### src/source/ssb_consts.svh
/*
  sizing constants for the sparse sample buffer
  derived widths are written out by hand and must track the depths above them
  SSB_TIME_W + SSB_INDEX_W must stay equal to SSB_WORD_W
*/
`ifndef SSB_CONSTS_SVH
`define SSB_CONSTS_SVH

////////////////////
// input side
`define SSB_CHANNELS     4
`define SSB_PAR_SAMPLES  2
`define SSB_SAMPLE_W     16

////////////////////
// buffer depths per channel
`define SSB_DATA_DEPTH   64
`define SSB_TSTAMP_DEPTH 16

////////////////////
// derived widths
// channel select
`define SSB_CHAN_W       2
// sample memory address, also the stored run index
`define SSB_INDEX_W      6
// timestamp memory address
`define SSB_TSTAMP_AW    4
`define SSB_WORD_W       32
`define SSB_TIME_W       26
// counts must reach the full depth, hence one bit over the index
`define SSB_COUNT_W      7

`endif

### src/source/capture_timer.sv
/*
  capture time counter, wraps at 2**SSB_TIME_W
  reads 0 in the clear cycle and 1 in the cycle after, counting only while run is high
*/
`include "ssb_consts.svh"
`timescale 1ns/1ns

module capture_timer (
  input  logic                    clk,
  input  logic                    reset,
  input  logic                    clear,
  input  logic                    run,
  output logic [`SSB_TIME_W-1:0]  cap_time
);

  logic [`SSB_TIME_W-1:0] count;

  always_ff @(posedge clk) begin
    if (reset) begin
      count <= '0;
    end else if (clear) begin
      // the clear cycle itself shows 0, so the register moves on to 1
      count <= `SSB_TIME_W'(1);
    end else if (run) begin
      count <= count + 1'b1;
    end
  end

  // zero during the clear cycle lines time 0 up with the first capture cycle
  assign cap_time = clear ? '0 : count;

endmodule

### config.mk
export PLATFORM = sky130hd
export DESIGN_NAME = capture_timer
export DESIGN_NICKNAME = d
export VERILOG_FILES = /design/src/source/capture_timer.sv
export VERILOG_INCLUDE_DIRS = /design/src /design/src/source
export SDC_FILE = /design/constraint.sdc
export NUM_CORES = 1
export LEC_CHECK = 0
export ABC_AREA = 1
export BUFFER_PORTS_ARGS = -buffer_cell sky130_fd_sc_hd__buf_4
export CORE_ASPECT_RATIO = 1.4
export CORE_UTILIZATION = 35
export CTS_CLUSTER_DIAMETER = 100
export DETAILED_ROUTE_END_ITERATION = 10
export PLACE_DENSITY = 0.67
export SLEW_MARGIN = 20
export SYNTH_ARGS = -nofsm -noshare
export SYNTH_HDL_FRONTEND = slang
export SYNTH_SLANG_ARGS = --single-unit
### constraint.sdc
create_clock -name clk -period 1.4 [get_ports clk]
set_input_delay 0.14 -clock clk [delete_from_list [all_inputs] [get_ports clk]]
set_output_delay 0.14 -clock clk [all_outputs]
set_load 0.005 [all_outputs]
==> impl_results.md <==
- Result of the run: finished clean
- Area after detailed placement: 1870 sq um
- Highest achievable clock rate: roughly 740 MHz
- FILL cells: about 480
- Fraction of layout cells with a size suffix above 1: ~25%
- Biggest register: count
- CP Capture Point: count[22]
- Largest registers: count (26)
- Setup Viol. Count Final: 0
- Unrepaired setup endpoints after global routing: true
- Final period utilization: a little over nine tenths
- Max-cap check violation count: 0
- Latest clock arrival within the worst-skew pair: approximately 280 ps
- EDFF count, synth: 0
- Buffers and inverters on the worst path: 0
- Finished layout cell area: slightly above 2000 sq um
- Reg-to-reg critical path startpoint: count[1]
- Ys async rst share: 0%
- Required time at the worst-slack endpoint: around 1600 ps
- Die W: between 50 and 60 microns
- Final total power: 1470 uW
- # H-tree levels: 1
- TritonCTS sink count: 26
- First-pass GRT wire length: ~6 mm
- Top-level I/O count: 30
- Clock-pin slew reported for the worst setup and hold paths after clock tree synthesis: about 100 ps
- Top post-synthesis cells by area: dfxtp_1 33%, nor2_1 15%, nand2_1 12%
- Die Y-Extent: around 81 microns
- Mean number of vias per cell: approximately 4.7
- Area share of the leading cell type in the synthesized netlist: between 30% and 40%
- Number of pins exceeding their max-slew limit in the final report: 0
- Power density cells: 719 nW/um^2
- Kind of launch point of the worst setup path: register
- Layout overhead on the synthesized area: 29.4%
- Final core utilization: a little under half
- Starting DRC count in detailed routing: 39
- Cell count after synthesis: 262
- Synth top cells by count: 65 x nor2_1, 51 x nand2_1, 43 x inv_1
- Worst path max stage delay: 380 ps
- Die footprint: between 4000 and 5000 sq um
- CP Max Fanout: 5
- Via count of the first global-routing pass: 1412
- Routed via count: roughly 1700
- TritonCTS clock tree: yes
- DRT Pass-1 Iters: 4
- Count of hold-fix buffers inserted at cts: 0
- Per-instance average area after synthesis: roughly 6 sq um
- Worst Setup Path Type: register to register
- Largest net degree at the start of global routing: 28
- Port Buf Inserts: 29
- Worst min-delay path category: input port to register
- Worst setup skew after layout: around 5.0 ps
- Routed wirelength normalized by instance count: between 10 and 15 microns
- Post-layout instance count excluding filler cells: 360
- Data arrival at the endpoint of the critical path: between 1500 and 2000 ps
- Number of buffers created by CTS: 3
- Yosys cell types: 20
- GR Overflow Total: 0
- Time the final worst path needs with I/O delays and setup: around 1400 ps
- Starting Density: approximately 37%
- Post-DRT Antenna Nets: 0
- Flip-flop count of the largest register after layout: 26
- Final weighted congestion in routability-driven placement: just over 0.8
- Leakage dissipation: between 0.0008 and 0.0009 uW
- Number of core rows: 28
- Initial antenna violation count: 0
- Dominant delay contributor by cell family on the critical path: simple AND/OR/NAND/NOR gates
- Proportion of synthesized chip area in sequential cells: 33.0%
- Worst hold-check slack: approximately 32 ps
- Register bit total from synthesis: 26
- Dominant cell type by area after synthesis: dfxtp_1
- Detailed Place HPWL: 2.76 mm
- Cell with the biggest individual delay on the critical path: dfxtp_2
- Top flip-flop cell by instance count after synthesis: dfxtp_1
- Most repeated cell in the gate-level netlist after synthesis: nor2_1
- Sequence of cells on the critical path: ha_4 -> nand2_4 -> nor2_4 -> nand2_2 -> nor2_4 -> nand3_2 -> nand2_1 -> nand2_1 -> nor2_1
- Number of logic stages on the critical path including buffering: 9
- Worst slew margin relative to its limit: ~72%
- Synthesized area: 1580 sq um
- Register-to-Register Path Depth: 9
- Minimum setup slack among reg-to-reg paths: approximately 42 ps
- Startpoint of the worst setup timing path: count[1]
- Max IR drop VDD: 0.366 mV
- Final number of hold-violating endpoints: 0
- Placed cell count: 351
- Net Count, Synth: approximately 270
- All-Layer GR Usage: between 10% and 20%
- Transition time of the tightest slew-check pin: about 410 ps
- Core region area: between 4000 and 5000 sq um
- Final net count: just over 300
- Post-route DRC violation count: 0
- Syn. warnings: 0
- Antenna Cells: 0
- Drt total wl: roughly 3.8 mm
- Terminus of the critical flop-to-flop path: count[22]
- Clk buf depth: 2
- Critical Path Sink Type: register
- Clock root buffer: clkbuf_8
-- per-layer routing --
layer	up-vias	routed length, microns	global-route usage, %
met3	5	98	1.89
li1	884	-	-
met5	-	0	0
met4	0	46	5.71
met2	30	1930	29.5
met1	755	1730	18.7
-- worst min-delay path by stage --
stage	start	cells past startpoint	to	slack [ps]
final	reset	2	count[0]	30
after global routing	reset	2	count[0]	30
after CTS	reset	2	count[0]	40
after detailed placement	reset	2	count[0]	340
after global placement	reset	2	count[0]	340
after floorplan	reset	1	count[0]	210
-- report_power, final --
| part | switching [uW] | leakage [uW] | internal [uW] |
|---|---|---|---|
| registers | 4.69 | 0.000212 | 743 |
| clock network | 257 | 0.0000357 | 383 |
| logic | 49.1 | 0.000563 | 31.3 |
-- logic make-up after synthesis --
kind of cell,count (synthesis),synth area share [%]
XOR/XNOR,1,0.555
adder cells (fa/ha/maj),1,0.793
flip-flops,26,33.0
AO/OA/AOI/OAI,27,8.56
buffers and inverters,50,12.8
AND/OR/NAND/NOR,157,44.2
-- metrics by stage --
stage          setup slack, ps  TNS (ps)
2_1_floorplan              184         0
3_3_place_gp              77.9         0
3_5_place_dp              43.8         0
4_1_cts                   22.1         0
5_1_grt                  -44.0      -106
6_report                  41.8         0
-- final cells by class --
cell class	instances	area (sq um)	area share [%]
Inverter	45	169	8.27
Tap cell	60	75.1	3.68
Clock buffer	3	41.3	2.02
Sequential cell	26	529	25.9
Timing Repair Buffer	39	293	14.3
Multi-Input combinational cell	186	905	44.3
Clock inverter	1	30.0	1.47
-- what timing repair did --
item | in CTS | in global routing
buffers inserted | 0 | 5
endpoints found under the setup margin | 0 | 10
resized for setup | 0 | 19
-- placed cells by master (no fill, tap or decap) --
cell,instances
bufinv_16,1
nand2_4,1
buf_4,39
inv_2,2
nor2_4,7
inv_1,43
nand4_1,10
clkbuf_8,3
nor2_2,8
dfxtp_1,21
o21ai_0,9
nor3_1,2
dfxtp_4,1
nand2_2,7
nand2_1,47
nand3_2,1
nor2_1,62
ha_4,1
a21oi_1,18
xor2_1,1
nand3_1,12
dfxtp_2,4
No activity file was read; power rests on OpenSTA's default activity.
