<file path="config.mk">
export PLATFORM = sky130hd
export DESIGN_NAME = readout_fsm
export DESIGN_NICKNAME = d
export VERILOG_FILES = /design/src/source/ssb_cfg_pkg.sv /design/src/source/ssb_stream_pkg.sv /design/src/source/readout_fsm.sv
export VERILOG_INCLUDE_DIRS = /design/src /design/src/source
export SDC_FILE = /design/constraint.sdc
export NUM_CORES = 1
export LEC_CHECK = 0
export BUFFER_PORTS_ARGS = -buffer_cell sky130_fd_sc_hd__buf_2
export CAP_MARGIN = 20
export CORE_ASPECT_RATIO = 0.75
export CORE_MARGIN = 2
export CORE_UTILIZATION = 45
export CTS_CLUSTER_SIZE = 25
export DETAILED_ROUTE_END_ITERATION = 10
export GPL_ROUTABILITY_DRIVEN = 0
export GPL_TIMING_DRIVEN = 0
export MAX_ROUTING_LAYER = met4
export PLACE_DENSITY = 0.84
export SLEW_MARGIN = 30
export SYNTH_ARGS = -nofsm -noshare
export SYNTH_HDL_FRONTEND = slang
export SYNTH_SLANG_ARGS = --single-unit
export TNS_END_PERCENT = 30
</file>
<file path="constraint.sdc">
create_clock -name clk -period 4.5 [get_ports clk]
set_input_delay 0.675 -clock clk [delete_from_list [all_inputs] [get_ports clk]]
set_output_delay 0.675 -clock clk [all_outputs]
set_load 0.05 [all_outputs]
</file>
<file path="src/source/ssb_consts.svh">
/*
  sizing constants for the sparse sample buffer
  derived widths are written out by hand and must track the depths above them
  SSB_TIME_W + SSB_INDEX_W must stay equal to SSB_WORD_W
*/
`ifndef SSB_CONSTS_SVH
`define SSB_CONSTS_SVH

////////////////////
// input side
`define SSB_CHANNELS     4
`define SSB_PAR_SAMPLES  2
`define SSB_SAMPLE_W     16

////////////////////
// buffer depths per channel
`define SSB_DATA_DEPTH   64
`define SSB_TSTAMP_DEPTH 16

////////////////////
// derived widths
// channel select
`define SSB_CHAN_W       2
// sample memory address, also the stored run index
`define SSB_INDEX_W      6
// timestamp memory address
`define SSB_TSTAMP_AW    4
`define SSB_WORD_W       32
`define SSB_TIME_W       26
// counts must reach the full depth, hence one bit over the index
`define SSB_COUNT_W      7

`endif

</file>
<file path="src/source/ssb_cfg_pkg.sv">
/*
  input side types: one parallel sample word and a channel's threshold pair
  samples are unsigned, sample 0 sits in the low bits of the word
*/
`include "ssb_consts.svh"

package ssb_cfg_pkg;

  // one input word, PAR_SAMPLES samples side by side
  typedef logic [`SSB_PAR_SAMPLES-1:0][`SSB_SAMPLE_W-1:0] sample_word_t;

  // hysteresis thresholds for one channel
  // high arms the channel, low disarms it
  typedef struct packed {
    logic [`SSB_SAMPLE_W-1:0] high;
    logic [`SSB_SAMPLE_W-1:0] low;
  } threshold_t;

endpackage

</file>
<file path="src/source/ssb_stream_pkg.sv">
/*
  readout stream types
  a 32 bit stream word is a header, a timestamp or a sample word
  the consumer decodes it from its position in the stream
*/
`include "ssb_consts.svh"

package ssb_stream_pkg;

  import ssb_cfg_pkg::*;

  // section header, count is the number of words that follow
  typedef struct packed {
    logic [`SSB_CHAN_W-1:0]                               channel;
    logic                                                 is_sample_section;
    logic [`SSB_COUNT_W-1:0]                              count;
    logic [`SSB_WORD_W-`SSB_CHAN_W-1-`SSB_COUNT_W-1:0]    pad;
  } hdr_word_t;

  // index of the first sample of a run, and the capture time of that word
  typedef struct packed {
    logic [`SSB_INDEX_W-1:0] index;
    logic [`SSB_TIME_W-1:0]  stamp_time;
  } tstamp_word_t;

  typedef union packed {
    hdr_word_t    hdr;
    tstamp_word_t tstamp;
    sample_word_t samples;
  } out_word_u;

  typedef struct packed {
    out_word_u word;
    logic      last;
  } out_beat_t;

  typedef enum logic [2:0] {
    RO_IDLE,
    RO_CAPTURE,
    RO_DRAIN,
    RO_TS_HDR,
    RO_TS_DATA,
    RO_SMP_HDR,
    RO_SMP_DATA
  } ro_state_e;

endpackage

</file>
<file path="src/source/readout_fsm.sv">
/*
  capture control and stream readout
  per channel: timestamp header, timestamps, sample header, samples
  rd_* carry the next address, so rd_data always matches the current position
  the address only moves when the output register is free
*/
`include "ssb_consts.svh"
`timescale 1ns/1ns

module readout_fsm import ssb_stream_pkg::*; (
  input  logic                                      clk,
  input  logic                                      reset,
  input  logic                                      capture_start,
  input  logic                                      capture_stop,
  input  logic [`SSB_CHANNELS-1:0][`SSB_COUNT_W-1:0] sample_count,
  input  logic [`SSB_CHANNELS-1:0][`SSB_COUNT_W-1:0] tstamp_count,
  input  out_word_u                                 rd_data,
  input  logic                                      out_ready,
  output logic                                      capturing,
  output logic                                      store_clear,
  output logic [`SSB_CHAN_W-1:0]                    rd_chan,
  output logic                                      rd_is_tstamp,
  output logic [`SSB_INDEX_W-1:0]                   rd_addr,
  output logic                                      out_valid,
  output out_beat_t                                 out_beat
);

  localparam int CHAN_W  = `SSB_CHAN_W;
  localparam int COUNT_W = `SSB_COUNT_W;
  localparam logic [CHAN_W-1:0] LAST_CHAN = CHAN_W'(`SSB_CHANNELS - 1);

  ro_state_e                  state, state_n;
  logic [CHAN_W-1:0]          chan, chan_n;
  logic [`SSB_INDEX_W-1:0]    idx, idx_n;
  logic [COUNT_W-1:0]         cnt_ts, cnt_smp;
  logic                       slot_free, load, last_chan, ts_end, smp_end;
  out_beat_t                  beat_n;

  function automatic out_word_u make_hdr(input logic [CHAN_W-1:0] ch, input logic is_smp,
                                         input logic [COUNT_W-1:0] cnt);
    hdr_word_t h;
    out_word_u w;
    h = '0;
    h.channel = ch;
    h.is_sample_section = is_smp;
    h.count = cnt;
    w.hdr = h;
    return w;
  endfunction

  assign cnt_ts    = tstamp_count[chan];
  assign cnt_smp   = sample_count[chan];
  assign last_chan = (chan == LAST_CHAN);
  assign ts_end    = (COUNT_W'(idx) == cnt_ts - 1'b1);
  assign smp_end   = (COUNT_W'(idx) == cnt_smp - 1'b1);
  // output register can take a new beat
  assign slot_free = !out_valid || out_ready;

  ////////////////////
  // next state
  always_comb begin
    state_n = state;
    chan_n = chan;
    idx_n = idx;
    load = 1'b0;
    beat_n = '0;
    case (state)
      RO_IDLE: if (capture_start) state_n = RO_CAPTURE;
      RO_CAPTURE: if (capture_stop) state_n = RO_DRAIN;
      // one cycle for the final write to land in the store
      RO_DRAIN: begin
        state_n = RO_TS_HDR;
        chan_n = '0;
      end
      RO_TS_HDR: if (slot_free) begin
        load = 1'b1;
        beat_n.word = make_hdr(chan, 1'b0, cnt_ts);
        idx_n = '0;
        state_n = (cnt_ts != '0) ? RO_TS_DATA : RO_SMP_HDR;
      end
      RO_TS_DATA: if (slot_free) begin
        load = 1'b1;
        beat_n.word = rd_data;
        idx_n = idx + 1'b1;
        if (ts_end) begin
          idx_n = '0;
          state_n = RO_SMP_HDR;
        end
      end
      RO_SMP_HDR: if (slot_free) begin
        load = 1'b1;
        beat_n.word = make_hdr(chan, 1'b1, cnt_smp);
        idx_n = '0;
        if (cnt_smp != '0) begin
          state_n = RO_SMP_DATA;
        end else begin
          // empty sample section closes the channel here
          beat_n.last = last_chan;
          chan_n = chan + 1'b1;
          state_n = last_chan ? RO_IDLE : RO_TS_HDR;
        end
      end
      RO_SMP_DATA: if (slot_free) begin
        load = 1'b1;
        beat_n.word = rd_data;
        idx_n = idx + 1'b1;
        if (smp_end) begin
          beat_n.last = last_chan;
          idx_n = '0;
          chan_n = chan + 1'b1;
          state_n = last_chan ? RO_IDLE : RO_TS_HDR;
        end
      end
      default: state_n = RO_IDLE;
    endcase
  end

  // prefetch address for the position held next cycle
  assign rd_chan      = chan_n;
  assign rd_is_tstamp = (state_n == RO_TS_DATA);
  assign rd_addr      = idx_n;
  assign capturing    = (state == RO_CAPTURE);

  ////////////////////
  // registers
  always_ff @(posedge clk) begin
    if (reset) begin
      state <= RO_IDLE;
      chan <= '0;
      idx <= '0;
      out_valid <= 1'b0;
      store_clear <= 1'b0;
    end else begin
      state <= state_n;
      chan <= chan_n;
      idx <= idx_n;
      store_clear <= (state == RO_IDLE) && capture_start;
      if (slot_free) out_valid <= load;
    end
  end

  always_ff @(posedge clk) begin
    if (load) out_beat <= beat_n;
  end

  // a stalled beat stays put until it transfers
  assert property (@(posedge clk) disable iff (reset)
    out_valid && !out_ready |=> out_valid && $stable(out_beat));

endmodule

</file>
==> run summary, run 1 <==
status: completed
Setup Viol. Count Final: 0
area share of the largest cell type after synthesis: 0.3095
Fillers: 595
share of cells above drive strength 1: 0.3894
max-cap viol count: 0
Area contributors post-synth: edfxtp_1 (31%), mux4_2 (9.8%), dfxtp_1 (8.1%)
Total Negative Setup Slacks: 0 ns
Hold Buf Count CTS: 0
FF+latch count, synth: 46
Clk Latency, worst-skew pair: 0.31 ns
number of synthesized flops with an enable pin: 33
row count: 26
Synth top cells by count: nand2_1 (44), edfxtp_1 (33), and2_1 (25), nor2_1 (19), clkbuf_1 (16)
Vias per Instance: 5.563
Die W: 101.4 µm
RSZ-0062 raised after global routing: true
Synth Instances: 323
slowest stage delay, CP: 0.56 ns
post-synthesis compound-gate area fraction: 0.1567
Worst-Margin Slew: 0.7407 ns
Synth Area in Adders: 0.01954
fmax: 0.2269 GHz
slack of the critical path: 0.09264 ns
Crit Path Max Fanout: 10
mux cell area share after synthesis: 0.1172
Worst Path Required: 3.83 ns
GRT Total Usage: 0.2407
die span in y: 77.05 µm
WP data arrival: 3.73 ns
Leakage: 1.724 nW
Synthesized Nets: 421
XOR/XNOR share of the synthesized area: 0.05744
routed vias: 3160
drt first-iter violations: 176
CTS root buf: clkbuf_8
synth warn: 0
Simple-Gate Fraction of Synth Area: 0.2184
power per cell area: 398.7 nW/µm²
sequential cell area fraction in the yosys report: 0.3908
clock buffer depth: 2
largest net degree at the start of global routing: 41
Setup crit start kind: flop
WL/cell: 16.06 µm
Reg2Reg Depth: 13
io pins: 138
TritonCTS buffer count: 5
CTS tree: yes
Initial Util: 0.4665
hold crit path type: input pin to flop
clk sinks: 46
Initial DRT Pass Iterations: 5
critical path endpoint category: output pin
WL final: 9120 µm
final core occ: 0.6106
register clock-pin slew on the reported worst setup and hold paths: 0.09 ns
Worst Skew: 0.002635 ns
Post-Place Cell Area: 4006 µm²
CP max stage cell: mux4_2
fin. max-slew vios: 0
core area: 6864 µm²
drt drc: 0
Net count, final: 567
vias in the first global route: 3016
final hold violation count: 0
pre-CTS setup slack: -0.08738 ns
worst-case hold slack: 0.6164 ns
post-synth cell types: 56
Layout area overhead: 30.91%
HPWL after detailed placement: 7073 µm
Mapped Avg Cell Area: 9.913 µm²
critical path's top delay family: buffers and inverters
Async SR Flop Fraction: 0
Slew headroom: 0.5044
Yosys top cell by area: edfxtp_1
hold path depth: 3
number of diodes: 0
most used flip-flop cell after synthesis: edfxtp_1
GRT Residual Overflow: 0
initial antenna violation count: 0
CP Buf/Inv Count: 5
largest family of logic cells by synthesized area: simple AND/OR/NAND/NOR gates
count leader, synth: nand2_1
remaining antenna violation count: 0
Peak VDD IR: 195.5 µV
CTS HTree Levels: 2
Final min period: 4.407 ns
Die Area: 7813 µm²
Crit Path Category: flop to output pin
WP depth: 14
first-pass GRT wire length: 14260 µm
period utilization: 0.9794
synthesized cell area: 3202 µm²
crit path cell chain: buf_6, buf_8, mux4_2, inv_1, ha_2, xor2_1, xnor2_1, nand3_1, a2111oi_4, buf_4, nand2_1, a22o_1, a31o_1, buf_2
# port buffers: 136
fin area: 4192 µm²
==> cell usage in the layout, fill, tap and decap left out, drive strengths merged, types with 3 or more instances in the layout <==
cell / instances
a22oi: 9
buf: 141
ha: 5
a211oi: 7
mux2i: 6
or3: 6
nor2: 19
nor3: 10
nand3: 6
nand3b: 4
nor2b: 4
a21o: 3
inv: 8
or2: 4
dfxtp: 13
mux4: 14
xnor2: 13
o21ai: 11
nand2: 44
a31o: 3
a21oi: 13
xor2: 8
clkbuf: 24
clkinv: 4
edfxtp: 33
and2: 25
==> routing by layer <==
metal | part of all wire | routed length [µm] | track usage | vias up
met5 | 0 | 0 | - | -
met3 | 0.098 | 895 | 0.05105 | 28
met4 | 0.033 | 303 | 0.08919 | 0
li1 | - | - | - | 1485
met1 | 0.41 | 3757 | 0.3113 | 1438
met2 | 0.46 | 4163 | 0.3722 | 209
==> tightest hold or removal path: cells and delay by family <==
family | cells | cell delay (ns)
simple gates | 2 | 0.08
buf+inv | 1 | 0.07
==> final cells by class <==
class	instances	area (µm²)	share of cell area
multi-input cells	247	1876	0.4475
flip-flops and latches	46	1251	0.2985
repair buffers	139	716.9	0.1710
well taps	98	122.6	0.02925
plain buffers	20	98.84	0.02358
clock buffers	6	72.57	0.01731
inverters	10	40.04	0.009552
clock inverters	2	13.76	0.003284
==> stage by stage <==
stage          instances  power, W
6_report             568  0.001671
5_1_grt              568  0.001756
4_1_cts              565  0.001663
3_5_place_dp         557  0.001407
3_3_place_gp         557  0.001390
2_1_floorplan        323  0.001207
==> kinds of logic (layout without fill, tap and decap cells) <==
kind of cell | after synthesis | in the layout
multiplexers | 20 | 20
flip-flops | 46 | 46
buffers and inverters | 30 | 177
adder cells (fa/ha/maj) | 5 | 5
XOR/XNOR | 21 | 21
AND/OR/NAND/NOR | 135 | 135
AO/OA/AOI/OAI | 66 | 66
==> registers in the layout, summed over array words and instances (netlist names) <==
signal       cells
idx              6
store_clear      1
out_beat        33
state            3
out_valid        1
chan             2
==> final timing paths <==
kind | slack [ns] | from | to
max reg2reg | 1.21 | chan[0] | state[2]
min | 0.62 | rd_data[26] | out_beat[27]
max | 0.09 | chan[0] | rd_addr[4]
min reg2reg | 0.64 | idx[1] | idx[1]
==> where the power goes <==
| part | internal [W] | switching [W] | total (W) | leakage [nW] |
|---|---|---|---|---|
| Clock | 0.000110 | 0.000147 | 0.000257 | 0.0452 |
| Sequential | 0.000578 | 0.0000253 | 0.000603 | 0.416 |
| Combinational | 0.000206 | 0.000605 | 0.000811 | 1.26 |
| Total | 0.000894 | 0.000777 | 0.00167 | 1.72 |
==> what timing repair did <==
item | CTS | global route
endpoints found under the setup margin | 8 | 9
pin swaps | 0 | 4
setup buffers | 0 | 3
resized for setup | 5 | 15
(Power assumes the default switching activity.)
==> inputs of run 2 (changes only) <==
GPL_TIMING_DRIVEN = 1   (was 0)
==> run 2 against run 1 <==
Effect of this change: sequential share of layout area is 0.51 points higher; register-to-register slack better by 0.08 ns; maximum frequency is 1.4% higher; highest routed layer unchanged; largest power group unchanged; power is 2.6% higher; worst hold slack better by 0.0039 ns; routed wire length is 4.1% lower; clock-buffer cell count is 1 lower.
==> run summary, run 2 (synthesis results as in run 1) <==
Post-Place Cell Area: 3975 µm²
vias in the first global route: 2963
core area: 6864 µm²
clk sinks: 46
power per cell area: 415.8 nW/µm²
hold crit path type: flop to flop
register area: 1252 µm²
remaining antenna violation count: 0
crit path cell chain: buf_12, mux4_2, or3_1, or3_4, a2111oi_4, nand2_1, a22o_1, a31o_1, buf_2
register clock-pin slew on the reported worst setup and hold paths: 0.08 ns
Vias per Instance: 5.574
commonest non-fill, non-tap cells in the layout: buf_2 (136), nand2_1 (44), edfxtp_1 (33), and2_1 (25), nor2_1 (19)
Die Area: 7813 µm²
GRT Total Usage: 0.2301
CP max stage cell: mux4_2
WP data arrival: 3.67 ns
Hold Buf Count CTS: 0
max-cap viol count: 0
largest net degree at the start of global routing: 39
TritonCTS buffer count: 5
commonest non-fill, non-tap cell in the layout: buf_2
fmax: 0.2300 GHz
slowest stage delay, CP: 0.60 ns
Biggest register: out_beat
HPWL after detailed placement: 6850 µm
row count: 26
Initial Util: 0.4665
period utilization: 0.9663
max reg flops: 33
Worst-Margin Slew: 0.9478 ns
slack of the critical path: 0.1516 ns
fin area: 4125 µm²
number of diodes: 0
Setup Viol. Count Final: 0
CTS HTree Levels: 2
die span in y: 77.05 µm
RSZ-0062 raised after global routing: true
WL/cell: 15.84 µm
drt drc: 0
Pwr Total: 0.001715 W
io pins: 138
Slew headroom: 0.3633
first-pass GRT wire length: 13770 µm
final hold violation count: 0
Fillers: 623
initial antenna violation count: 0
GRT Residual Overflow: 0
# port buffers: 137
CTS root buf: clkbuf_8
CTS tree: yes
Critical Path Start: chan[0]
Total Negative Setup Slacks: 0 ns
Setup crit start kind: flop
biggest regs: out_beat (33), idx (6), state (3)
routed vias: 3077
share of cells above drive strength 1: 0.3943
Worst Path Required: 3.83 ns
footprint of the multi-input gates: 1854 µm²
clock buffer depth: 2
Layout area overhead: 28.84%
Net count, final: 551
r2r startpoint: chan[0]
Leakage: 1.707 nW
Crit Path Max Fanout: 25
Worst Skew: 0.004802 ns
critical path endpoint category: output pin
Die W: 101.4 µm
fin. max-slew vios: 0
hold path startpoint: idx[3]
Final min period: 4.348 ns
Peak VDD IR: 158.0 µV
drt first-iter violations: 143
status: completed
WL final: 8742 µm
Initial DRT Pass Iterations: 4
pre-CTS setup slack: 0.2181 ns
Clk Latency, worst-skew pair: 0.31 ns
Crit Path Category: flop to output pin
[run 2: area by class of cell]
class	count	share of cell area
well taps	98	0.02972
flip-flops and latches	46	0.3036
repair buffers	143	0.1808
inverters	10	0.009099
clock inverters	3	0.01062
clock buffers	5	0.01668
multi-input cells	247	0.4495
[run 2: worst max-delay path: cells and delay by family, from the launching register on]
| kind | cells | cell delay, ns |
|---|---|---|
| buf+inv | 2 | 0.40 |
| simple gates | 3 | 1.03 |
| compound gates | 3 | 0.95 |
| flops | 1 | 0.36 |
| mux | 1 | 0.60 |
[run 2: worst paths after layout]
path              slack (ns)  depth (start not counted)         end
hold / removal          0.62                          2      idx[3]
setup reg to reg        1.29                          8      idx[2]
setup / recovery        0.15                          9  rd_addr[4]
hold reg to reg         0.62                          2      idx[3]
[run 2: timing repair]
item | 4_1_cts | 5_1_grt
endpoints found under the setup margin | 0 | 8
buffers inserted | 0 | 1
resized for setup | 0 | 5
[run 2: power by group]
group | internal, W | switching [W]
logic | 0.000203 | 0.000568
clock network | 0.000166 | 0.000146
registers | 0.000577 | 0.0000535
total | 0.000947 | 0.000768
[run 2: stage by stage]
stage	utilization	std cells	hold WS, ns
floorplan	-	323	0.5457
global placement	0.5791	543	0.5827
detailed placement	0.5791	543	0.5946
CTS	0.5955	551	0.6087
global route	0.6010	552	0.6352
finish	0.6010	552	0.6203
[run 2: per-layer routing]
layer / track usage / up-vias / wire length (µm)
met5: - / - / 0
met4: 0.07432 / 0 / 108
met3: 0.04467 / 12 / 885
met2: 0.3735 / 182 / 4003
met1: 0.2894 / 1429 / 3744
li1: - / 1454 / -
