[config.mk]
export PLATFORM = sky130hd
export DESIGN_NAME = sample_discriminator
export DESIGN_NICKNAME = d
export VERILOG_FILES = /design/src/source/ssb_cfg_pkg.sv /design/src/source/sample_discriminator.sv
export VERILOG_INCLUDE_DIRS = /design/src /design/src/source
export SDC_FILE = /design/constraint.sdc
export NUM_CORES = 1
export LEC_CHECK = 0
export ABC_AREA = 1
export ABC_CLOCK_PERIOD_IN_PS = 1800
export BUFFER_PORTS_ARGS = -buffer_cell sky130_fd_sc_hd__buf_2
export CAP_MARGIN = 20
export CORE_AREA = 2 2 127 252
export CTS_CLUSTER_DIAMETER = 50
export CTS_CLUSTER_SIZE = 16
export DETAILED_ROUTE_END_ITERATION = 6
export DIE_AREA = 0 0 129 254
export GPL_TIMING_DRIVEN = 0
export PLACE_DENSITY = 0.75
export SLEW_MARGIN = 15
export SYNTH_ARGS = -nofsm -noshare
export SYNTH_HDL_FRONTEND = slang
export SYNTH_SLANG_ARGS = --single-unit
[constraint.sdc]
create_clock -name clk -period 1.8 [get_ports clk]
set_clock_uncertainty 0.2 [all_clocks]
set_input_delay 0.36 -clock clk [delete_from_list [all_inputs] [get_ports clk]]
set_output_delay 0.36 -clock clk [all_outputs]
set_load 0.05 [all_outputs]
[src/source/ssb_consts.svh]
/*
  sizing constants for the sparse sample buffer
  derived widths are written out by hand and must track the depths above them
  SSB_TIME_W + SSB_INDEX_W must stay equal to SSB_WORD_W
*/
`ifndef SSB_CONSTS_SVH
`define SSB_CONSTS_SVH

////////////////////
// input side
`define SSB_CHANNELS     4
`define SSB_PAR_SAMPLES  2
`define SSB_SAMPLE_W     16

////////////////////
// buffer depths per channel
`define SSB_DATA_DEPTH   64
`define SSB_TSTAMP_DEPTH 16

////////////////////
// derived widths
// channel select
`define SSB_CHAN_W       2
// sample memory address, also the stored run index
`define SSB_INDEX_W      6
// timestamp memory address
`define SSB_TSTAMP_AW    4
`define SSB_WORD_W       32
`define SSB_TIME_W       26
// counts must reach the full depth, hence one bit over the index
`define SSB_COUNT_W      7

`endif

[src/source/ssb_cfg_pkg.sv]
/*
  input side types: one parallel sample word and a channel's threshold pair
  samples are unsigned, sample 0 sits in the low bits of the word
*/
`include "ssb_consts.svh"

package ssb_cfg_pkg;

  // one input word, PAR_SAMPLES samples side by side
  typedef logic [`SSB_PAR_SAMPLES-1:0][`SSB_SAMPLE_W-1:0] sample_word_t;

  // hysteresis thresholds for one channel
  // high arms the channel, low disarms it
  typedef struct packed {
    logic [`SSB_SAMPLE_W-1:0] high;
    logic [`SSB_SAMPLE_W-1:0] low;
  } threshold_t;

endpackage

[src/source/sample_discriminator.sv]
/*
  per channel hysteresis discriminator, one cycle from input word to write request
  armed and run tracking only advance while capturing and are cleared outside capture
  new thresholds apply to words from the cycle after cfg_valid
*/
`include "ssb_consts.svh"
`timescale 1ns/1ns

module sample_discriminator import ssb_cfg_pkg::*; (
  input  logic                                clk,
  input  logic                                reset,
  input  logic                                capturing,
  input  logic                                cfg_valid,
  input  threshold_t   [`SSB_CHANNELS-1:0]    cfg_thresholds,
  input  logic         [`SSB_CHANNELS-1:0]    in_valid,
  input  sample_word_t [`SSB_CHANNELS-1:0]    in_data,
  input  logic         [`SSB_CHANNELS-1:0]    chan_full,
  output logic         [`SSB_CHANNELS-1:0]    wr_en,
  output sample_word_t [`SSB_CHANNELS-1:0]    wr_data,
  output logic         [`SSB_CHANNELS-1:0]    run_start
);

  localparam int CH = `SSB_CHANNELS;
  localparam int PS = `SSB_PAR_SAMPLES;

  threshold_t [CH-1:0] thresh;
  logic       [CH-1:0] armed;
  logic       [CH-1:0] prev_kept;
  logic       [CH-1:0] any_high;
  logic       [CH-1:0] all_low;
  logic       [CH-1:0] keep;

  ////////////////////
  // decision
  always_comb begin
    for (int c = 0; c < CH; c++) begin
      any_high[c] = 1'b0;
      all_low[c] = 1'b1;
      for (int s = 0; s < PS; s++) begin
        if (in_data[c][s] > thresh[c].high) any_high[c] = 1'b1;
        if (in_data[c][s] >= thresh[c].low) all_low[c] = 1'b0;
      end
      // above high always keeps, an armed channel keeps until a fully quiet word
      keep[c] = any_high[c] || (armed[c] && !all_low[c]);
    end
  end

  always_ff @(posedge clk) begin
    if (reset) begin
      thresh <= '0;
    end else if (cfg_valid) begin
      thresh <= cfg_thresholds;
    end
  end

  ////////////////////
  // hysteresis state and write requests
  always_ff @(posedge clk) begin
    if (reset) begin
      armed <= '0;
      prev_kept <= '0;
      wr_en <= '0;
      run_start <= '0;
    end else begin
      for (int c = 0; c < CH; c++) begin
        wr_en[c] <= capturing && in_valid[c] && keep[c] && !chan_full[c];
        run_start[c] <= capturing && in_valid[c] && keep[c] && !prev_kept[c] && !chan_full[c];
        if (!capturing) begin
          armed[c] <= 1'b0;
          prev_kept[c] <= 1'b0;
        end else if (in_valid[c]) begin
          prev_kept[c] <= keep[c];
          if (any_high[c]) begin
            armed[c] <= 1'b1;
          end else if (all_low[c]) begin
            armed[c] <= 1'b0;
          end
        end
      end
    end
  end

  always_ff @(posedge clk) begin
    wr_data <= in_data;
  end

  // a write request only follows a word seen during capture
  assert property (@(posedge clk) disable iff (reset) |wr_en |-> $past(capturing));

endmodule

==> results of run 1 <==
kinds of logic after synthesis:
| group | Yosys count |
|---|---|
| AND/OR/NAND/NOR | 488 |
| AO/OA/AOI/OAI | 380 |
| flip-flops | 272 |
| buffers and inverters | 262 |
| adder cells (fa/ha/maj) | 256 |
critical path, cell delays in order, from the launching register on:
cell,delay (ns)
dfxtp_1,0.32
inv_2,0.05
ha_1,0.28
nand2_1,0.10
inv_1,0.08
nand2_1,0.09
nand2_1,0.07
nand2_1,0.06
nand3_1,0.08
nor2_2,0.13
nand3_4,0.16
nand2_4,0.12
nand2_1,0.05
nand2_1,0.07
inv_1,0.05
through the flow:
stage                     total power, mW  instances
after floorplan                      8.84       1658
after global placement               9.95       2479
after detailed placement             10.1       2479
after CTS                            15.9       2774
after global routing                 17.2       2780
final                                16.5       2780
layout make-up:
class	instances	share of cell area, %
repair buffers	666	21.6
well taps	418	2.43
diodes	4	0.0466
clock buffers	25	2.91
plain buffers	41	0.821
multi-input cells	1124	42.0
inverters	221	4.06
clock inverters	9	0.501
flip-flops and latches	272	25.6
layer usage:
metal / up-vias / GRT usage, % / wire [um]
met1: 6861 / 28.2 / 17800
met5: - / 0 / 11
li1: 6882 / - / -
met4: 2 / 24.4 / 5030
met2: 761 / 59.8 / 29700
met3: 275 / 5.31 / 3430
registers in the layout, indices dropped and copies added (netlist names):
signal and count:
armed 4, wr_en 4, thresh 128, prev_kept 4
wr_data 128, run_start 4
timing repair:
action / 4_1_cts / 5_1_grt
resized for setup: 202 / 187
buffers inserted: 1 / 2
setup endpoints to repair: 16 / 16
pin swaps: 81 / 75
hold endpoints to repair: 268 / 0
hold buffers: 260 / 0
report_power, final:
part           leakage (nW)  switching (mW)  internal (mW)
registers              2.29           0.149           6.39
logic                  7.31            2.89           1.93
clock network         0.364            2.47           2.69
cells in the final DEF, fill, tap and decap left out, drive strengths merged:
master	n
and2	3
nand3	40
o21ai	145
clkbuf	48
clkinv	4
o21a	5
a21o	8
diode	4
nor2	98
dfxtp	272
ha	256
o21bai	11
buf	424
bufinv	1
nand2	320
dlygate4sd3	260
a21oi	211
nand4	12
nor3	15
inv	225
final timing paths:
kind / start / end / slack, ns
worst max-delay path: thresh[74] / wr_en[2] / -0.21
worst min-delay path: cfg_thresholds[94] / thresh[94] / 0.02
worst max register to register: thresh[74] / wr_en[2] / -0.21
worst min register to register: prev_kept[1] / run_start[1] / 0.25
cell usage after synthesis, drive strengths merged (5+ instances only):
cell,n
a21oi,211
a21o,8
nor2,98
dfxtp,272
o21ai,145
nand4,12
ha,256
nand3,40
nand2,320
clkbuf,23
nor3,15
inv,221
buf,18
o21bai,11
o21a,5
==> run metrics, run 1 <==
outcome finished with violations; violated checks negative setup slack; clk_lat worst skew 0.54 ns; final instance area 21500 sq um; via/cell ratio 5.32; Setup-failing EPs final 16; clock-pin slew of the registers on the worst-case setup and hold paths 0.07 ns; pwr/cell area 769 nW/um^2; FMAX 496 MHz; Mapped Area 13700 sq um; Util after Layout 69.6%; Hold Path Depth 3; Max Transition Viols Final 0; worst r2r path cells 14; CTS root buffer clkbuf_16; CTS H-Tree Depth 1; worst path required time 2.04 ns; total number of vias 14800; synth top area cells dfxtp_1 (40%), ha_1 (23%), nand2_1 (8.5%); largest net degree at the start of global routing 17; post-synthesis compound-gate area fraction 14.4%; WL/cell 20.2 um; Yosys top cell by area dfxtp_1; Post-Synth Adder-Cell Area 23.5%; CTS buffer count 24; placement-stage cell area 16200 sq um; Post-synth EDFFs 0; DIE AREA 32800 sq um; Syn Inst Count 1658; IO Count 404; Critical Path End Type flop; DP Worst Slack -0.561 ns; clk buf depth 3; Post-DRT Antenna Nets 0; worst path arrival time 2.25 ns; multi-input logic area 9030 sq um; final hold vios 0; sequential element share of the synthesized area 39.9%; RSZ-0062 raised after global routing yes; # rows 91; share of layout cells above drive strength 1 34.7%; final wirelength 56000 um; mux contribution to synthesized area 0%; GRT Overall Usage 31.3%; post-layout minimum cycle time 2.01 ns; largest family of logic cells by synthesized area adder cells; Worst-Margin Slew 0.696 ns; Net Count, Synth 2182; Layout area overhead 57.3%; hold_ws 0.0223 ns; hpwl dp 36400 um; fillcell total 2234; Hold Path Class primary input to flop; Die Wd 129 um; Core ar. 30900 sq um; Crit Path Max Fanout 3; TNS Setup -2.38 ns; Port-buffer cells 403; Placer Congestion 0.914; Top FF cell, synth dfxtp_1; register bit total from synthesis 272; Initial Util 44.3%; NumNets Final 2874; xor/xnor share of the synthesized area 0%; total grt overflow 0; Critical Path Start Type flop; FF+latch area 5500 sq um; Remaining DRCs 0; critical path class flop to flop; Synth Area per Inst 8.24 sq um; Yosys top cell area share 39.9%; drt first pass iters 5; final worst-path cycle share 112%; first-pass GRT wire length 78700 um; Cell variety after synth 21; Iter 0 DRT Violations 760; LEAKAGE 9.96 nW; Post-Synth Simple-Gate Area 14.9%; Die Ht 254 um; # clock sinks 272; vias in the first global route 15300; Synth Warn # 0; Worst slew margin 53.6%; Max VDD drop 854 uV; CTS tree yes; Final WS setup -0.214 ns; Max-cap violations 0; Post-synth ARST share 0%; initial antenna violation count 5
Note: power is estimated with default switching activity, not from simulation.
==> inputs of run 2 (changes only) <==
CORE_AREA = 2 2 122 242   (was 2 2 127 252)
DIE_AREA = 0 0 124 244   (was 0 0 129 254)
PLACE_DENSITY = 0.8   (was 0.75)
==> run 2 against run 1 <==
Effect of this change: the run still ends with negative setup slack left; final cell count down 2.2%; via count up 5.1%; critical path depth down 2; fmax down 3.1%; flip-flop and latch count unchanged; utilization up 4.8 points; critical endpoint is now armed[1]; largest cell class unchanged; highest routed layer unchanged.
==> run metrics, run 2 (synthesis gave the netlist of run 1 again) <==
fillcell total 1753 (was 2234); placed cell count 2417 (was 2479); GRT Overall Usage 35.4% (was 31.3%); multi-input logic area 8820 sq um (was 9030 sq um); violated checks negative setup slack (unchanged); CTS buffer count 21 (was 24); CP max-delay cell dfxtp_1 (unchanged); FF-to-FF End armed[1] (was wr_en[2]); Worst slew margin 43.2% (was 53.6%); critical path buffer and inverter count 1 (was 3); Max VDD drop 1110 uV (was 854 uV); final wirelength 59100 um (was 56000 um); CTS H-Tree Depth 1 (unchanged); Final WS setup -0.278 ns (was -0.214 ns); largest net degree at the start of global routing 17 (unchanged); largest registers thresh: 128 flops, wr_data: 128 flops (unchanged); FF-to-FF setup slack -0.28 ns (was -0.21 ns); Die Ht 244 um (was 254 um); share of layout cells above drive strength 1 32.6% (was 34.7%); worst r2r path cells 12 (was 14); first-pass GRT wire length 82200 um (was 78700 um); Initial Util 48.3% (was 44.3%); IO Count 404 (unchanged); Core ar. 28300 sq um (was 30900 sq um); Die Wd 124 um (was 129 um); final hold vios 0 (unchanged); DIE AREA 30300 sq um (was 32800 sq um); hold_ws 0.0278 ns (was 0.0223 ns); Worst-Margin Slew 0.852 ns (was 0.696 ns); outcome finished with violations (unchanged); Placer Congestion 0.954 (was 0.914); WL/cell 21.7 um (was 20.2 um); Max Transition Viols Final 0 (unchanged); total grt overflow 0 (unchanged); Iter 0 DRT Violations 1110 (was 760); critical path class flop to flop (unchanged); Post-DRT Antenna Nets 0 (unchanged); Hold Path Class primary input to flop (unchanged); Critical Path Most Common Cell nand2_1 (unchanged); Util after Layout 74.5% (was 69.6%); Hold Path Depth 3 (unchanged); Worst path max stage delay 0.32 ns (about the same); drt first pass iters 5 (unchanged); final worst-path cycle share 115% (was 112%); commonest non-fill, non-tap cells in the layout buf_2 (420), nand2_1 (279), dlygate4sd3_1 (263), dfxtp_1 (242), a21oi_1 (191) (was buf_2 (421), dlygate4sd3_1 (260), nand2_1 (250), dfxtp_1 (234), a21oi_1 (185)); initial antenna violation count 8 (was 5); total number of vias 15500 (was 14800); via/cell ratio 5.71 (was 5.32); Layout area overhead 54.3% (was 57.3%); post-layout minimum cycle time 2.08 ns (was 2.01 ns); Critical Path Start Type flop (unchanged); WHS Endpoint thresh[48] (was thresh[94]); hpwl dp 33900 um (was 36400 um); FMAX 481 MHz (was 496 MHz); FF+latch area 5490 sq um (was 5500 sq um); CTS tree yes (unchanged); LEAKAGE 9.86 nW (was 9.96 nW); Crit Path Max Fanout 3 (unchanged); Remaining DRCs 0 (unchanged); Setup-failing EPs final 17 (was 16); commonest non-fill, non-tap cell in the layout buf_2 (unchanged); # clock sinks 272 (unchanged); RSZ-0062 raised after global routing yes (unchanged); worst path arrival time 2.27 ns (was 2.25 ns); vias in the first global route 16100 (was 15300); worst r2r src thresh[37] (was thresh[74]); worst path required time 1.99 ns (was 2.04 ns); Critical Path End Type flop (unchanged); Max-cap violations 0 (unchanged); clk buf depth 3 (unchanged); clk_lat worst skew 0.53 ns (was 0.54 ns); delay-heaviest family, CP simple AND/OR/NAND/NOR gates (unchanged); pwr/cell area 748 nW/um^2 (was 769 nW/um^2); CTS root buffer clkbuf_16 (unchanged); clock-pin slew of the registers on the worst-case setup and hold paths 0.08 ns (was 0.07 ns); Port-buffer cells 403 (unchanged); Worst Hold Launch cfg_valid (was cfg_thresholds[94]); final std cells w/o fill 2720 (was 2780); crit-path cells inv_2, ha_4, nand2_1, nand2_1, nand3_1, nand2_1, nor2_1, nand2_1, nand2_1, nand3_2, o21ai_2, a21oi_2 (was inv_2, ha_1, nand2_1, inv_1, nand2_1, nand2_1, nand2_1, nand3_1, nor2_2, nand3_4, nand2_4, nand2_1, nand2_1, inv_1); NumNets Final 2881 (was 2874); # rows 87 (was 91)
-- run 2: cell types whose count changed in the layout (fill, tap and decap cells not counted), sizes merged --
cell | before | now
buf | 424 | 430
clkinv | 4 | 1
dlygate4sd3 | 260 | 263
inv | 225 | 222
bufinv | 1 | 0
clkbuf | 48 | 47
diode | 4 | 5
-- run 2: per-stage QoR --
| step | instance area, sq um | TNS [ns] | worst slack (ns) | power (mW) |
|---|---|---|---|---|
| floorplan | 13700 | 0 | 0.0982 | 8.84 |
| global placement | 16100 | -11.00 | -0.327 | 9.85 |
| detailed placement | 16100 | -12.53 | -0.396 | 10.0 |
| CTS | 20300 | -0.712 | -0.0893 | 15.0 |
| global route | 21100 | -4.40 | -0.408 | 16.4 |
| finish | 21100 | -2.71 | -0.278 | 15.8 |
-- run 2: cell type report --
cell class	instances	share of cell area, %
Antenna cell	5	0.0594
Buffer	41	0.837
Clock buffer	23	2.53
Clock inverter	2	0.0831
Inverter	221	4.06
Multi-Input combinational cell	1124	41.9
Sequential cell	272	26.0
Tap cell	356	2.11
Timing Repair Buffer	676	22.4
-- run 2: timing repair --
action                                  4_1_cts  5_1_grt
pin swaps                                    71       54
hold endpoints to repair                    271        0
hold buffers                                263        0
resized for setup                           172      144
endpoints found under the setup margin       16       17
buffers inserted                              6        4
-- run 2: per-layer routing --
metal | share of wire (%) | routed length [um] | global-route usage, % | vias up
li1 | - | - | - | 6884
met1 | 32 | 18800 | 33.7 | 7083
met2 | 50 | 29300 | 63.3 | 1101
met3 | 8.1 | 4810 | 6.62 | 465
met4 | 10 | 6170 | 30.1 | 4
met5 | 0.039 | 23 | 0 | -
-- run 2: power breakdown --
group	internal (mW)	switching, mW	total [mW]
Clock	2.11	2.30	4.40
Sequential	6.39	0.157	6.55
Combinational	1.92	2.89	4.81
Total	10.4	5.34	15.8
-- run 2: worst max-delay path by stage --
| stage | startpoint | end | cells after the start |
|---|---|---|---|
| after floorplan | in_data[7] | armed[0] | 10 |
| after global placement | reset | thresh[4] | 6 |
| after detailed placement | in_data[41] | prev_kept[1] | 12 |
| after CTS | thresh[59] | prev_kept[1] | 11 |
| after global routing | thresh[54] | prev_kept[1] | 14 |
| final | thresh[37] | armed[1] | 12 |
-- run 2: worst min-delay path, cell delays in order --
cell     delay [ns]
buf_2          0.17
o21ai_0        0.11
nor2_1         0.08
==> inputs of run 3 (changes only) <==
ABC_CLOCK_PERIOD_IN_PS = 1750   (was 1800)
CORE_AREA = 2 2 124 247   (was 2 2 122 242)
DIE_AREA = 0 0 126 249   (was 0 0 124 244)
HOLD_SLACK_MARGIN = 0.12   (was default)
PLACE_DENSITY = 0.81   (was 0.8)
TNS_END_PERCENT = 30   (was default)
clock period = 1.75 ns   (was 1.8 ns; I/O delays follow)
==> run 3 against run 2 <==
Effect of this change: the run still ends with negative setup slack left; worst hold slack better by 0.18 ns; combinational power is 4% lower; sequential share of layout area is 0.62 points higher; flip-flop and latch count stayed put; global-route usage is 2.5 points lower; critical endpoint is now run_start[3]; highest routed layer unchanged.
==> run metrics, run 3 (synthesis gave the netlist of run 1 again) <==
initial antenna violation count 5 (was 8); Reg power frac 41.6% (about the same); CTS H-Tree Depth 1 (unchanged); IO Count 404 (unchanged); clk buf depth 3 (unchanged); NumNets Final 2895 (was 2881); pwr/cell area 788 nW/um^2 (was 748 nW/um^2); hold_ws 0.213 ns (was 0.0278 ns); drt first pass iters 5 (unchanged); Max Transition Viols Final 0 (unchanged); first-pass GRT wire length 82100 um (was 82200 um); Die Ht 249 um (was 244 um); DP Worst Slack -0.435 ns (was -0.396 ns); final worst-path cycle share 124% (was 115%); largest net degree at the start of global routing 17 (unchanged); worst path arrival time 2.45 ns (was 2.27 ns); Iter 0 DRT Violations 997 (was 1110); Sw Ratio 33.3% (was 33.9%); # clock sinks 272 (unchanged); outcome finished with violations (unchanged); Initial Util 46.5% (was 48.3%); # rows 89 (was 87); hpwl dp 34300 um (was 33900 um); GRT Overall Usage 32.9% (was 35.4%); violated checks negative setup slack (unchanged); total number of vias 15000 (was 15500); Max VDD drop 971 uV (was 1110 uV); Layout area overhead 50.2% (was 54.3%); Critical Path Start Type flop (unchanged); final hold vios 0 (unchanged); LEAKAGE 9.89 nW (was 9.86 nW); Core ar. 29400 sq um (was 28300 sq um); via/cell ratio 5.48 (was 5.71); Placer Congestion 0.930 (was 0.954); CTS root buffer clkbuf_16 (unchanged); clock-pin slew of the registers on the worst-case setup and hold paths 0.08 ns (about the same); worst path required time 2.03 ns (was 1.99 ns); Clock power frac 29.7% (was 27.9%); final wirelength 55600 um (was 59100 um); Remaining DRCs 0 (unchanged); Hold Path Class primary input to flop (unchanged); critical path class flop to flop (unchanged); Post-DRT Antenna Nets 0 (unchanged); commonest non-fill, non-tap cells in the layout buf_2 (420), nand2_1 (290), dlygate4sd3_1 (279), dfxtp_1 (253), ha_1 (205) (was buf_2 (420), nand2_1 (279), dlygate4sd3_1 (263), dfxtp_1 (242), a21oi_1 (191)); Pint 10.8 mW (was 10.4 mW); post-layout minimum cycle time 2.17 ns (was 2.08 ns); Final WS setup -0.418 ns (was -0.278 ns); DIE AREA 31400 sq um (was 30300 sq um); Setup-failing EPs final 21 (was 17); Util after Layout 69.8% (was 74.5%); share of layout cells above drive strength 1 26.9% (was 32.6%); Max-cap violations 0 (unchanged); commonest non-fill, non-tap cell in the layout buf_2 (unchanged); Port-buffer cells 403 (unchanged); total grt overflow 0 (unchanged); CTS buffer count 22 (was 21); Worst-Margin Slew 0.773 ns (was 0.852 ns); WL/cell 20.3 um (was 21.7 um); CTS tree yes (unchanged); combinational power share 28.7% (was 30.5%); largest registers thresh: 128 flops, wr_data: 128 flops (unchanged); Crit Path Max Fanout 3 (unchanged); Critical Path End Type flop (unchanged); Die Wd 126 um (was 124 um); RSZ-0062 raised after global routing yes (unchanged); NetSw 5.38 mW (was 5.34 mW); clk_lat worst skew 0.54 ns (was 0.53 ns); vias in the first global route 16200 (was 16100); FMAX 461 MHz (was 481 MHz); Worst slew margin 48.4% (was 43.2%)
run 3: final timing paths:
check / from / end / slack (ns) / cells after the start
worst min register to register: prev_kept[2] / run_start[2] / 0.23 / 1
worst max register to register: thresh[108] / run_start[3] / -0.42 / 10
worst max-delay path: thresh[108] / run_start[3] / -0.42 / 10
worst min-delay path: reset / thresh[122] / 0.21 / 5
run 3: power by group through the flow:
stage	clock network, mW	logic (mW)	registers (mW)
6_report	4.81	4.64	6.72
5_1_grt	5.04	5.03	6.74
4_1_cts	4.78	4.18	6.69
3_5_place_dp	0	3.47	6.81
3_3_place_gp	0	3.33	6.80
2_1_floorplan	0	1.71	7.38
run 3: worst max-delay path, cell delays in order, from the launching register on:
cell and delay (ns):
dfxtp_1 0.34, inv_1 0.09, ha_1 0.30, nand4_1 0.33, nor2_1 0.28, nand2_1 0.13, nand3_4 0.13, nand2_2 0.09
nand2_2 0.07, nand2_2 0.06, nor2_2 0.08
run 3: metrics by stage:
step           area (sq um)  total power [mW]  setup TNS [ns]  cells
2_1_floorplan         13700              9.09               0   1658
3_3_place_gp          16100              10.1          -13.61   2425
3_5_place_dp          16100              10.3          -17.21   2425
4_1_cts               20100              15.6           -1.90   2737
5_1_grt               20500              16.8           -6.02   2743
6_report              20500              16.2           -4.18   2743
run 3: cell type report:
class / count / area [sq um]
antenna: 4 / 10.0
fill: 1958 / 8880
clock inverter: 4 / 42.5
buffer: 41 / 176
sequential: 272 / 5470
inverter: 221 / 855
multi-input combinational: 1124 / 8070
tap: 364 / 455
clock buffer: 24 / 579
timing repair buffer: 689 / 4860
run 3: timing repair:
action                                  4_1_cts  5_1_grt
buffers inserted                              5        2
endpoints found under the hold margin       272        0
pin swaps                                    46       33
gates resized for setup                     117       69
endpoints found under the setup margin       16       26
hold buffers                                279        0
run 3: per-layer routing:
metal	GRT usage, %	vias up	part of all wire, %
li1	-	6908	-
met1	30.4	6870	32
met2	61.3	916	52
met3	5.97	347	7.2
met4	26.6	2	8.9
met5	0	-	0.023
